==> config.mk <==
export PLATFORM = sky130hd
export DESIGN_NAME = alu_deserializer
export DESIGN_NICKNAME = d
export VERILOG_FILES = /design/src/design/des_pkg.sv /design/src/design/alu_deserializer.sv /design/src/design/crc4_checker.sv /design/src/design/packet_assembler.sv /design/src/design/word_receiver.sv
export SDC_FILE = /design/constraint.sdc
export NUM_CORES = 1
export LEC_CHECK = 0
export BUFFER_PORTS_ARGS = -buffer_cell sky130_fd_sc_hd__buf_2
export CAP_MARGIN = 30
export CORE_ASPECT_RATIO = 0.5
export CORE_MARGIN = 5
export CORE_UTILIZATION = 40
export DETAILED_ROUTE_END_ITERATION = 7
export GPL_ROUTABILITY_DRIVEN = 0
export SYNTH_ARGS = -nofsm -noshare
export SYNTH_HDL_FRONTEND = slang
export SYNTH_SLANG_ARGS = --single-unit
==> constraint.sdc <==
create_clock -name clk -period 5.5 [get_ports clk]
set_input_delay 0 -clock clk [delete_from_list [all_inputs] [get_ports clk]]
set_output_delay 0 -clock clk [all_outputs]
set_load 0.01 [all_outputs]
==> src/design/des_pkg.sv <==
package des_pkg;

    ///////////////////////////////////////////////////////////////////////
    // Serial word format
    ///////////////////////////////////////////////////////////////////////

    // Start, kind, eight payload bits, stop
    localparam int word_bits = 11;

    // Payload bits per word, sent MSB first
    localparam int payload_bits = 8;

    // Data words per packet, half for each operand
    localparam int data_words = 8;

    ///////////////////////////////////////////////////////////////////////
    // Packet field types
    ///////////////////////////////////////////////////////////////////////

    // ALU operand, A or B
    typedef logic [31:0] operand_t;

    // ALU opcode
    typedef logic [2:0] opcode_t;

    // CRC value carried in the command word
    typedef logic [3:0] crc_t;

    // Generator x^4+x+1 without the x^4 term
    localparam crc_t crc_poly = 4'b0011;

    // A, B, one marker bit and the opcode
    localparam int crc_data_bits = 2 * $bits(operand_t) + 1 + $bits(opcode_t);

    ///////////////////////////////////////////////////////////////////////
    // Structured words and packets
    ///////////////////////////////////////////////////////////////////////

    // One received word, kind bit on top
    typedef struct packed {
        logic                    is_cmd;
        logic [payload_bits-1:0] payload;
    } rx_word_t;

    // Command payload layout
    typedef struct packed {
        logic    marker;
        opcode_t opcode;
        crc_t    crc;
    } cmd_word_t;

    // Complete packet as seen by the ALU
    typedef struct packed {
        operand_t a;
        operand_t b;
        opcode_t  opcode;
    } alu_packet_t;

    // Packet with the CRC still to be checked
    typedef struct packed {
        alu_packet_t pkt;
        crc_t        crc;
    } rx_packet_t;

endpackage
==> src/design/alu_deserializer.sv <==
module alu_deserializer #(
    parameter int OVERSAMPLE = 16
) (
    input  logic                 clk,
    input  logic                 rst,
    input  logic                 serial_in,
    output des_pkg::alu_packet_t result,
    output logic                 ack,
    output logic                 frame_error,
    output logic                 crc_error
);

    // Receiver to assembler
    des_pkg::rx_word_t   rx_word;
    logic                word_valid;
    logic                word_error;

    // Assembler to checker
    des_pkg::rx_packet_t rx_packet;
    logic                packet_valid;

    //////////////////////////////////////////////////////////////////////
    // Serial word receiver
    //////////////////////////////////////////////////////////////////////

    word_receiver #(
        .OVERSAMPLE (OVERSAMPLE)
    ) u_word_receiver (
        .clk        (clk),
        .rst        (rst),
        .serial_in  (serial_in),
        .word       (rx_word),
        .word_valid (word_valid),
        .word_error (word_error)
    );

    // Words into operands and command
    packet_assembler u_packet_assembler (
        .clk          (clk),
        .rst          (rst),
        .word         (rx_word),
        .word_valid   (word_valid),
        .word_error   (word_error),
        .packet       (rx_packet),
        .packet_valid (packet_valid),
        .frame_error  (frame_error)
    );

    // CRC check and output hold
    crc4_checker u_crc4_checker (
        .clk          (clk),
        .rst          (rst),
        .packet       (rx_packet),
        .packet_valid (packet_valid),
        .result       (result),
        .ack          (ack),
        .crc_error    (crc_error)
    );

endmodule

==> src/design/crc4_checker.sv <==
module crc4_checker (
    input  logic                 clk,
    input  logic                 rst,
    input  des_pkg::rx_packet_t  packet,
    input  logic                 packet_valid,
    output des_pkg::alu_packet_t result,
    output logic                 ack,
    output logic                 crc_error
);

    logic [des_pkg::crc_data_bits-1:0] crc_data;
    des_pkg::crc_t                     crc_calc;
    logic                              crc_match;

    // Bit-serial CRC, MSB first, zero seed
    function automatic des_pkg::crc_t crc4(
        input logic [des_pkg::crc_data_bits-1:0] data
    );
        des_pkg::crc_t crc;
        logic          feedback;
        crc = '0;
        for (int i = des_pkg::crc_data_bits - 1; i >= 0; i--)
        begin
            feedback = crc[3] ^ data[i];
            crc      = {crc[2:0], 1'b0} ^ (feedback ? des_pkg::crc_poly : '0);
        end
        return crc;
    endfunction

    // Marker bit is part of the protected string
    assign crc_data  = {packet.pkt.a, packet.pkt.b, 1'b1, packet.pkt.opcode};
    assign crc_calc  = crc4(crc_data);
    assign crc_match = (crc_calc == packet.crc);

    //////////////////////////////////////////////////////////////////////
    // Result register and status pulses
    //////////////////////////////////////////////////////////////////////

    always_ff @(posedge clk)
    begin
        if (!rst)
        begin
            result    <= '0;
            ack       <= 1'b0;
            crc_error <= 1'b0;
        end
        else
        begin
            ack       <= packet_valid && crc_match;
            crc_error <= packet_valid && !crc_match;
            // Bad packets leave the last good one in place
            if (packet_valid && crc_match)
                result <= packet.pkt;
        end
    end

endmodule

==> src/design/packet_assembler.sv <==
module packet_assembler (
    input  logic                clk,
    input  logic                rst,
    input  des_pkg::rx_word_t   word,
    input  logic                word_valid,
    input  logic                word_error,
    output des_pkg::rx_packet_t packet,
    output logic                packet_valid,
    output logic                frame_error
);

    localparam int count_bits = $clog2(des_pkg::data_words + 1);
    localparam logic [count_bits-1:0] count_full = count_bits'(des_pkg::data_words);
    localparam logic [count_bits-1:0] count_half = count_bits'(des_pkg::data_words / 2);

    // Operand bits that survive one payload shift
    localparam int keep_bits = $bits(des_pkg::operand_t) - des_pkg::payload_bits;

    logic [count_bits-1:0] word_count;
    des_pkg::operand_t     operand_a;
    des_pkg::operand_t     operand_b;
    des_pkg::cmd_word_t    cmd;
    logic                  data_ok;
    logic                  cmd_ok;

    assign cmd = des_pkg::cmd_word_t'(word.payload);

    // Data word with room left in the packet
    assign data_ok = !word.is_cmd && (word_count != count_full);

    // Command closing a full packet with its marker set
    assign cmd_ok = word.is_cmd && (word_count == count_full) && cmd.marker;

    //////////////////////////////////////////////////////////////////////
    // Word sequencing
    //////////////////////////////////////////////////////////////////////

    always_ff @(posedge clk)
    begin
        if (!rst)
        begin
            word_count   <= '0;
            packet_valid <= 1'b0;
            frame_error  <= 1'b0;
        end
        else
        begin
            packet_valid <= 1'b0;
            frame_error  <= 1'b0;
            if (word_error)
            begin
                frame_error <= 1'b1;
                word_count  <= '0;
            end
            else if (word_valid)
            begin
                if (data_ok)
                begin
                    word_count <= word_count + 1'b1;
                end
                else if (cmd_ok)
                begin
                    packet_valid <= 1'b1;
                    word_count   <= '0;
                end
                else
                begin
                    // Early command, ninth data word or bad marker
                    frame_error <= 1'b1;
                    word_count  <= '0;
                end
            end
        end
    end

    //////////////////////////////////////////////////////////////////////
    // Operand collection
    //////////////////////////////////////////////////////////////////////

    always_ff @(posedge clk)
    begin
        if (word_valid && data_ok)
        begin
            if (word_count < count_half)
                operand_a <= {operand_a[keep_bits-1:0], word.payload};
            else
                operand_b <= {operand_b[keep_bits-1:0], word.payload};
        end
        if (word_valid && cmd_ok)
        begin
            packet.pkt.a      <= operand_a;
            packet.pkt.b      <= operand_b;
            packet.pkt.opcode <= cmd.opcode;
            packet.crc        <= cmd.crc;
        end
    end

endmodule

==> src/design/word_receiver.sv <==
module word_receiver #(
    parameter int OVERSAMPLE = 16
) (
    input  logic              clk,
    input  logic              rst,
    input  logic              serial_in,
    output des_pkg::rx_word_t word,
    output logic              word_valid,
    output logic              word_error
);

    localparam int phase_bits = $clog2(OVERSAMPLE);
    localparam int index_bits = $clog2(des_pkg::word_bits);

    // Phase value at which a bit is sampled
    localparam logic [phase_bits-1:0] phase_last = phase_bits'(OVERSAMPLE - 1);

    // Start offset so that the first sample lands mid start bit
    localparam logic [phase_bits-1:0] phase_half = phase_bits'(OVERSAMPLE / 2);

    localparam logic [index_bits-1:0] stop_index = index_bits'(des_pkg::word_bits - 1);

    typedef enum logic {
        st_idle,
        st_receive
    } state_t;

    state_t                      state;
    logic [phase_bits-1:0]       phase;
    logic [index_bits-1:0]       bit_index;
    logic [des_pkg::payload_bits:0] shift_reg;
    logic                        sample_point;

    // Middle of the current bit
    assign sample_point = (state == st_receive) && (phase == phase_last);

    //////////////////////////////////////////////////////////////////////
    // Control FSM
    //////////////////////////////////////////////////////////////////////

    always_ff @(posedge clk)
    begin
        if (!rst)
        begin
            state      <= st_idle;
            phase      <= '0;
            bit_index  <= '0;
            word_valid <= 1'b0;
            word_error <= 1'b0;
        end
        else
        begin
            word_valid <= 1'b0;
            word_error <= 1'b0;
            case (state)
                st_idle:
                begin
                    // Falling edge candidate
                    if (!serial_in)
                    begin
                        state     <= st_receive;
                        phase     <= phase_half;
                        bit_index <= '0;
                    end
                end
                st_receive:
                begin
                    if (sample_point)
                    begin
                        phase     <= '0;
                        bit_index <= bit_index + 1'b1;
                        if ((bit_index == '0) && serial_in)
                        begin
                            // Start bit gone by mid bit, a glitch
                            state <= st_idle;
                        end
                        else if (bit_index == stop_index)
                        begin
                            state      <= st_idle;
                            word_valid <= serial_in;
                            word_error <= !serial_in;
                        end
                    end
                    else
                    begin
                        phase <= phase + 1'b1;
                    end
                end
                default:
                begin
                    state <= st_idle;
                end
            endcase
        end
    end

    //////////////////////////////////////////////////////////////////////
    // Data path
    //////////////////////////////////////////////////////////////////////

    // Start bit drops out the top after nine more samples
    always_ff @(posedge clk)
    begin
        if (sample_point)
        begin
            shift_reg <= {shift_reg[des_pkg::payload_bits-1:0], serial_in};
            if (bit_index == stop_index)
            begin
                // Kind and payload, stop bit not shifted in yet
                word <= des_pkg::rx_word_t'(shift_reg);
            end
        end
    end

endmodule

==> reports/qor.txt, run 1 <==
Status: finished clean
Final Hold Fails: 0
Final min period: 4.78 ns
Clock latency on the worst-skew pair: 0.50 ns
Cell accounting for the most synthesized area: edfxtp_1
Post-CTS Setup Inserts: 0
Worst path required time: 5.88 ns
Area growth, synth to finish: 15.5%
Slew @ Worst Pin: 0.740 ns
Crit path cell chain: xor3_1 > xor3_1 > xnor3_1 > xnor3_1 > xnor3_2 > xnor3_1 > or4_1 > a21oi_1 > o21ai_4 > buf_4 > mux2i_1 > nor2_1
Hold crit path type: in -> reg
TritonCTS clock tree: done
Share of cells above drive strength 1: 0.176
Final Max Slew Viols: 0
Num rows: 39
Crit start category: flip-flop
Clk sink count: 239
DIE HEIGHT: 117 um
Rel. slew slack: 0.506
Syn Std Cell Area: 9200 um2
Sequential share of the synthesized area: 0.686
Filler cell count: 2024
Cell leakage power: 4.50 nW
Final WL: 17.6 mm
Root buffer cell: clkbuf_16
Crit-path slowest cell: or4_1
Number of flip-flops under the largest register name: 71
Core area: 22700 um2
Vias in the first global route: 4731
RSZ-0062 raised after global routing: false
Die area: 26300 um2
Asr flop ratio synth: 0
Fmax: 209 MHz
# resized after CTS: 0
First-pass GRT wire length: 27.4 mm
Number of distinct library cells after synthesis: 37
Post-DP HPWL: 12.4 mm
Average size of a mapped cell: 15.5 um2
Max cap viols: 0
Drt pass-1 iters: 4
Crit-path max FO: 37
Worst EP arrival: 5.16 ns
CTS hold repair buffers: 3
WP buf/inv: 1
Post-route DRC: 0
Area after DPL: 9910 um2
PortBufs: 72
Dpl cells: 958
CP dominant cell by count: xnor3_1
Net Sw Frac: 0.195
Switch Pwr: 0.000653 W
Crit path largest cell delay: 0.53 ns
Post-route insts no fill: 1001
DRT iter0 DRCs: 283
Post-synthesis register bit count: 239
Clock power frac: 0.431
DR vias: 4707
GRT Util Overall: 0.134
Top post-synthesis cells by area: edfxtp_1, dfxtp_1, mux2i_1
Wire length per cell: 17.6 um
N_diodes: 0
Remaining global-route overflow: 0
Reg clk slew, reported paths: 0.06 ns
Final Cycle Share: 0.869
Post-Syn Nets: 601
Cts bufs inserted: 22
Initial antenna violation count: 0
Via density: 4.70
Peak VDD IR: 0.164 mV
Synthesized instance count: 592
Design Area, Final: 10600 um2
Crit path max-delay family: XOR/XNOR gates
Post-synth top area share: 0.499
CTS HTree Levels: 1
Antenna viol nets, final: 0
Top Registers: u_packet_assembler.packet (71), u_crc4_checker.result (67)
Initial Utilization: 0.405
Clk buf depth: 3
Largest net degree at the start of global routing: 41
Count leader, synth: edfxtp_1
Top cells by count, synth: edfxtp_1, nor2_1, dfxtp_1
Post-synth EDFFs: 153
Clock Skew: 0.0139 ns
Total I/O pin count: 73
Setup TNS: 0 ns
Setup violators final: 0
Reg with most FFs: u_packet_assembler.packet
Dominant synthesized flop cell: edfxtp_1
Width of the die: 224 um
Final Net Count: 687
Comb power frac: 0.006
Power Density: 316 nW/um2
P_int: 0.00270 W
Synth Warn #: 0
CP endpoint kind: flip-flop
Crit Path Category: reg -> reg
Flop pwr share: 0.563
final cells by class:
class	instances	area (um2)	share of cell area
clock buffer	30	633	0.0596
clock inverter	10	57.6	0.00542
inverter	7	26.3	0.00247
multi-input combinational	327	2770	0.261
sequential	239	6320	0.594
tap	307	384	0.0361
timing repair buffer	81	435	0.0410
logic make-up after synthesis:
logic type                 Yosys count  synth area share
DFF                                239             0.686
buffers and inverters               26            0.0143
and+or+nand+nor                    132            0.0609
adders and majority gates            6           0.00816
AOI/OAI and AO/OA                   20            0.0143
muxes                               70            0.0763
xor gates and xnor gates            99             0.140
path summary, 6_finish.rpt:
path	slack [ns]	end	from	cells past startpoint
max	0.72	u_crc4_checker.result[59]$_SDFFE_PN0P_	u_packet_assembler.packet[66]$_DFFE_PP_	12
min	0.35	u_word_receiver.shift_reg[0]$_DFFE_PP_	serial_in	2
max reg2reg	0.72	u_crc4_checker.result[59]$_SDFFE_PN0P_	u_packet_assembler.packet[66]$_DFFE_PP_	12
min reg2reg	0.41	u_packet_assembler.packet[36]$_DFFE_PP_	u_packet_assembler.operand_b[29]$_DFFE_PP_	0
power groups by stage:
stage                     clock network, W  registers [W]  logic [W]
after floorplan                          0        0.00193  0.0000146
after global placement                   0        0.00193  0.0000195
after detailed placement                 0        0.00193  0.0000199
after CTS                          0.00149        0.00189  0.0000209
after global routing               0.00156        0.00189  0.0000238
final                              0.00145        0.00189  0.0000205
metrics by stage:
step                utilization  total power (W)  hold WS [ns]  worst slack, ns
floorplan                     -          0.00194        0.0715             1.07
global placement          0.436          0.00195         0.281            0.838
detailed placement        0.436          0.00195         0.291            0.724
CTS                       0.467          0.00340         0.334            0.693
global route              0.467          0.00347         0.356            0.483
finish                    0.467          0.00336         0.354            0.718
metal layers:
layer  global-route usage  wire length [um]
met5                    0                 0
met4               0.0296               299
met3               0.0336               980
met2                0.216              8080
met1                0.186              8240
cell usage in the layout, fill, tap and decap left out, types with 6 or more instances in the layout:
cell and n:
nand2_1 17, clkbuf_16 24, edfxtp_1 153, dfxtp_1 86
xnor3_1 26, nor2_1 87, mux2i_1 69, ha_1 6
buf_4 6, a21oi_1 8, buf_2 72, xor2_1 10
clkinv_2 8, xnor2_1 59
Note: power is estimated with default switching activity, not from simulation.
==> run 2: changes to the inputs <==
Settings changed: PLACE_DENSITY set to 0.55.
==> run 2 against run 1 <==
Against the previous run:
- clock power rose by 6%
- non-clock buffer count decreased by 1
- via count is 1.8% lower
- setup slack improved by 0.053 ns
- register-to-register slack better by 0.05 ns
- count of clock-buffer cells in the layout grew 5
- wire length decreased by 1.5%
- sequential share of layout area shrank 0.27 points
==> reports/qor.txt, run 2 (synthesized netlist as in run 1, its figures left out) <==
Status: finished clean
# resized after CTS: 0 (unchanged)
CP endpoint kind: flip-flop
Clock Skew: 0.0125 ns (-0.00135 ns)
Worst EP arrival: 5.09 ns (-0.07 ns)
Post-route insts no fill: 1000 (-0.10%)
Remaining global-route overflow: 0 (unchanged)
Fmax: 211 MHz (+1.1%)
Setup violators final: 0 (unchanged)
Clk buf depth: 3 (unchanged)
Post-route DRC: 0 (unchanged)
Hold crit path type: in -> reg
Dpl cells: 957 (-0.10%)
Max cap viols: 0 (unchanged)
PortBufs: 72 (unchanged)
Share of cells above drive strength 1: 0.173 (-0.00263)
Net Sw Frac: 0.191 (-0.00372)
Slew @ Worst Pin: 0.955 ns (+0.214 ns)
DR vias: 4620 (-1.8%)
Largest net degree at the start of global routing: 68 (+66%)
DIE HEIGHT: 117 um (unchanged)
DRT iter0 DRCs: 300 (+6.0%)
Final WL: 17.3 mm (-1.5%)
Crit start category: flip-flop
Cts bufs inserted: 23 (+4.5%)
Rel. slew slack: 0.363 (-0.143)
Total I/O pin count: 73 (unchanged)
Clock latency on the worst-skew pair: 0.50 ns (about the same)
CTS hold repair buffers: 3 (unchanged)
Power Density: 323 nW/um2 (+2.1%)
First-pass GRT wire length: 27.1 mm (-0.98%)
CTS HTree Levels: 1 (unchanged)
Drt pass-1 iters: 4 (unchanged)
RSZ-0062 raised after global routing: false
Final Max Slew Viols: 0 (unchanged)
Clk sink count: 239 (unchanged)
Via density: 4.62 (-1.8%)
WHS: 0.343 ns (-0.0117 ns)
Antenna viol nets, final: 0 (unchanged)
Top Registers: u_packet_assembler.packet (71), u_crc4_checker.result (67)
Root buffer cell: clkbuf_16
Leading cell type in the layout, fill and taps excluded: edfxtp_1
N_diodes: 0 (unchanged)
Worst path required time: 5.86 ns (-0.02 ns)
Core area: 22700 um2 (unchanged)
Wire length per cell: 17.3 um (-1.4%)
Initial Utilization: 0.405 (unchanged)
GRT Util Overall: 0.133 (-0.000985)
Area growth, synth to finish: 16.0%
Number of flip-flops under the largest register name: 71 (unchanged)
Final Net Count: 687 (unchanged)
Crit Path Category: reg -> reg
P_int: 0.00279 W (+3.0%)
Initial antenna violation count: 0 (unchanged)
Reg with most FFs: u_packet_assembler.packet
Final Cycle Share: 0.860 (-0.00957)
TritonCTS clock tree: done
Comb power frac: 0.006 (about the same)
Post-CTS Setup Inserts: 0 (unchanged)
Num rows: 39 (unchanged)
Width of the die: 224 um (unchanged)
Final min period: 4.73 ns (-0.0526 ns)
Utilization after layout: 0.469 (+0.00215)
Cell leakage power: 4.52 nW (+0.38%)
Final Hold Fails: 0 (unchanged)
Switch Pwr: 0.000657 W (+0.61%)
Vias in the first global route: 4693 (-0.80%)
Flop pwr share: 0.549 (-0.014)
Post-DP HPWL: 11.9 mm (-3.8%)
Reg clk slew, reported paths: 0.06 ns (about the same)
Clock power frac: 0.445 (+0.014)
Pwr Total: 0.00344 W (+2.6%)
Die area: 26300 um2 (unchanged)
Commonest cells after routing, fill and taps aside: edfxtp_1, nor2_1, dfxtp_1, buf_2, mux2i_1
Peak VDD IR: 0.146 mV (-11%)
Crit-path max FO: 67 (+81%)
Setup TNS: 0 ns (unchanged)
## run 2: cell types whose count changed in the layout (fill, tap and decap cells not counted), sizes merged
cell    delta
clkinv     -7
inv        +1
clkbuf     +5
bufinv     +1
buf        -1
## run 2: worst paths after layout
kind / from / to / slack [ns] / depth (start not counted)
setup / recovery: u_packet_assembler.packet[62]$_DFFE_PP_ / u_crc4_checker.result[31]$_SDFFE_PN0P_ / 0.77 / 12
hold / removal: serial_in / u_word_receiver.state$_SDFF_PN0_ / 0.34 / 3
setup reg to reg: u_packet_assembler.packet[62]$_DFFE_PP_ / u_crc4_checker.result[31]$_SDFFE_PN0P_ / 0.77 / 12
hold reg to reg: u_word_receiver.shift_reg[8]$_DFFE_PP_ / u_word_receiver.word[8]$_DFFE_PP_ / 0.41 / 0
## run 2: final cells by class
cell class / instances / area [um2]
multi-input cells: 327 / 2770
well taps: 307 / 384
repair buffers: 80 / 440
fillers: 2006 / 12100
clock buffers: 35 / 674
inverters: 7 / 26.3
clock inverters: 5 / 60.1
flip-flops and latches: 239 / 6320
## run 2: critical path, cell delays in order (launching register included)
cell      delay (ns)
edfxtp_1        0.42
xor3_1          0.51
xor3_1          0.49
xnor3_1         0.39
xnor3_1         0.37
xnor3_2         0.44
xnor3_1         0.45
or4_1           0.52
a21oi_1         0.36
o21ai_4         0.09
buf_12          0.26
mux2i_1         0.22
nor2_1          0.05
## run 2: per-stage QoR
stage | worst slack [ns] | cell area [um2]
final | 0.771 | 10700
after global routing | 0.529 | 10700
after CTS | 0.736 | 10700
after detailed placement | 0.757 | 9910
after global placement | 0.859 | 9910
after floorplan | 1.07 | 9200
## run 2: power groups by stage
stage          clock network [W]  registers [W]  logic (W)
2_1_floorplan                  0        0.00193  0.0000146
3_3_place_gp                   0        0.00193  0.0000196
3_5_place_dp                   0        0.00193  0.0000200
4_1_cts                  0.00158        0.00189  0.0000210
5_1_grt                  0.00165        0.00189  0.0000240
6_report                 0.00153        0.00189  0.0000207
## run 2: layer usage
| metal | vias to the layer above | part of all wire | track usage |
|---|---|---|---|
| met3 | 20 | 0.043 | 0.0274 |
| li1 | 2281 | - | - |
| met4 | 0 | 0.016 | 0.0272 |
| met5 | - | 0 | 0 |
| met2 | 64 | 0.45 | 0.210 |
| met1 | 2255 | 0.49 | 0.193 |
==> run 3: changes to the inputs <==
Settings changed: CTS_CLUSTER_SIZE set to 30, MAX_ROUTING_LAYER set to met4.
==> run 3 against run 2 <==
Against the previous run:
- die area unchanged
- critical path depth unchanged
- via count increased by 0.28%
- cell count unchanged
- clock skew about the same
- register-to-register slack about the same
- wire length about the same
- setup slack got worse by 0.0036 ns
- critical endpoint is now u_crc4_checker.result[51]$_SDFFE_PN0P_
- largest cell class unchanged
==> reports/qor.txt, run 3 (synthesized netlist as in run 1, its figures left out) <==
Initial Utilization: 0.405 (unchanged)
Num rows: 39 (unchanged)
Area growth, synth to finish: 16.0% (unchanged)
Leading cell type in the layout, fill and taps excluded: edfxtp_1
Switch Pwr: 0.000657 W (about the same)
Fmax: 211 MHz (about the same)
Max cap viols: 0 (unchanged)
CTS HTree Levels: 1 (unchanged)
Status: finished clean
N_diodes: 0 (unchanged)
Clock power frac: 0.445 (about the same)
Number of flip-flops under the largest register name: 71 (unchanged)
Crit path max-delay family: XOR/XNOR gates
Net Sw Frac: 0.191 (about the same)
Utilization after layout: 0.469 (unchanged)
Clock latency on the worst-skew pair: 0.50 ns (about the same)
Slew @ Worst Pin: 0.955 ns (-0.000189 ns)
Antenna viol nets, final: 0 (unchanged)
Wire length per cell: 17.3 um (about the same)
PortBufs: 72 (unchanged)
GRT Util Overall: 0.137 (+0.00414)
# resized after CTS: 0 (unchanged)
Final Hold Fails: 0 (unchanged)
Cts bufs inserted: 23 (unchanged)
Clk buf depth: 3 (unchanged)
Share of cells above drive strength 1: 0.173 (unchanged)
Root buffer cell: clkbuf_16
Remaining global-route overflow: 0 (unchanged)
Crit Path Category: reg -> reg
Clk sink count: 239 (unchanged)
Filler cell count: 2006 (unchanged)
Power Density: 323 nW/um2 (about the same)
Crit path cell chain: xor3_1 > xor3_1 > xnor3_1 > xnor3_1 > xnor3_2 > xnor3_1 > or4_1 > a21oi_1 > o21ai_4 > buf_12 > mux2i_1 > nor2_1
Setup violators final: 0 (unchanged)
Crit path largest cell delay: 0.52 ns (about the same)
Width of the die: 224 um (unchanged)
Reg with most FFs: u_packet_assembler.packet
Final Net Count: 687 (unchanged)
RSZ-0062 raised after global routing: false
Vias in the first global route: 4691 (-0.043%)
DRT iter0 DRCs: 292 (-2.7%)
WP buf/inv: 1 (unchanged)
Crit start category: flip-flop
Final Cycle Share: 0.861 (about the same)
Drt pass-1 iters: 4 (unchanged)
Post-route DRC: 0 (unchanged)
CP dominant cell by count: xnor3_1
CP endpoint kind: flip-flop
Peak VDD IR: 0.147 mV (+0.80%)
Cell leakage power: 4.52 nW (unchanged)
Reg clk slew, reported paths: 0.06 ns (about the same)
Comb power frac: 0.006 (about the same)
Die area: 26300 um2 (unchanged)
Top Registers: u_packet_assembler.packet (71), u_crc4_checker.result (67)
Core area: 22700 um2 (unchanged)
Clock Skew: 0.0125 ns (+0.00000640 ns)
Crit-path max FO: 67 (unchanged)
Via density: 4.63 (+0.28%)
P_int: 0.00279 W (about the same)
Post-CTS Setup Inserts: 0 (unchanged)
Final Max Slew Viols: 0 (unchanged)
Pwr Total: 0.00344 W (about the same)
Commonest cells after routing, fill and taps aside: edfxtp_1, nor2_1, dfxtp_1, buf_2, mux2i_1
DR vias: 4633 (+0.28%)
Final min period: 4.73 ns (+0.00356 ns)
Largest net degree at the start of global routing: 68 (unchanged)
Post-DP HPWL: 11.9 mm (unchanged)
Worst EP arrival: 5.09 ns (about the same)
DIE HEIGHT: 117 um (unchanged)
Initial antenna violation count: 0 (unchanged)
First-pass GRT wire length: 27.1 mm (about the same)
Flop pwr share: 0.549 (about the same)
TritonCTS clock tree: done
Total I/O pin count: 73 (unchanged)
Setup TNS: 0 ns (unchanged)
Hold crit path type: in -> reg
Worst path required time: 5.86 ns (about the same)
Crit-path slowest cell: or4_1
Rel. slew slack: 0.363 (about the same)
Final WL: 17.3 mm (about the same)
-- run 3: metrics by stage --
step | setup slack [ns] | hold WS, ns | instances | area (um2)
final | 0.767 | 0.344 | 1000 | 10700
after detailed placement | 0.757 | 0.292 | 957 | 9910
after CTS | 0.736 | 0.333 | 1000 | 10700
after floorplan | 1.07 | 0.0715 | 592 | 9200
after global routing | 0.527 | 0.369 | 1000 | 10700
after global placement | 0.859 | 0.287 | 957 | 9910
-- run 3: area by class of cell --
type	count	area [um2]	area share
clock buffer	35	674	0.0632
clock inverter	5	60.1	0.00563
inverter	7	26.3	0.00246
multi-input combinational	327	2770	0.260
sequential	239	6320	0.592
tap	307	384	0.0360
timing repair buffer	80	440	0.0413
-- run 3: timing repair --
| item | in CTS | in global routing |
|---|---|---|
| hold endpoints to repair | 20 | 0 |
| endpoints found under the setup margin | 0 | 0 |
| hold buffers | 3 | 0 |
-- run 3: worst register-to-register path, delay by kind of cell, from the launching register on --
kind                   cells  cell delay [ns]
XOR/XNOR                   6             2.66
AND/OR/NAND/NOR            2             0.58
buffers and inverters      1             0.26
AO/OA/AOI/OAI              2             0.45
flip-flops                 1             0.42
multiplexers               1             0.25
-- run 3: power groups by stage --
stage	clock (W)	combinational, W	sequential (W)
global route	0.00165	0.0000240	0.00189
detailed placement	0	0.0000200	0.00193
floorplan	0	0.0000146	0.00193
finish	0.00153	0.0000206	0.00189
global placement	0	0.0000196	0.00193
CTS	0.00158	0.0000210	0.00189
-- run 3: layer usage --
metal / up-vias / part of all wire / global-route usage
met5: - / 0 / -
met4: 0 / 0.016 / 0.0272
met3: 20 / 0.045 / 0.0274
met2: 72 / 0.45 / 0.210
met1: 2258 / 0.49 / 0.193
li1: 2283 / - / -
-- run 3: path summary, 6_finish.rpt --
kind,startpoint,to,slack (ns),cells past startpoint
setup reg to reg,u_packet_assembler.packet[62]$_DFFE_PP_,u_crc4_checker.result[51]$_SDFFE_PN0P_,0.77,12
setup / recovery,u_packet_assembler.packet[62]$_DFFE_PP_,u_crc4_checker.result[51]$_SDFFE_PN0P_,0.77,12
hold reg to reg,u_word_receiver.shift_reg[8]$_DFFE_PP_,u_word_receiver.word[8]$_DFFE_PP_,0.41,0
hold / removal,serial_in,u_word_receiver.state$_SDFF_PN0_,0.34,3
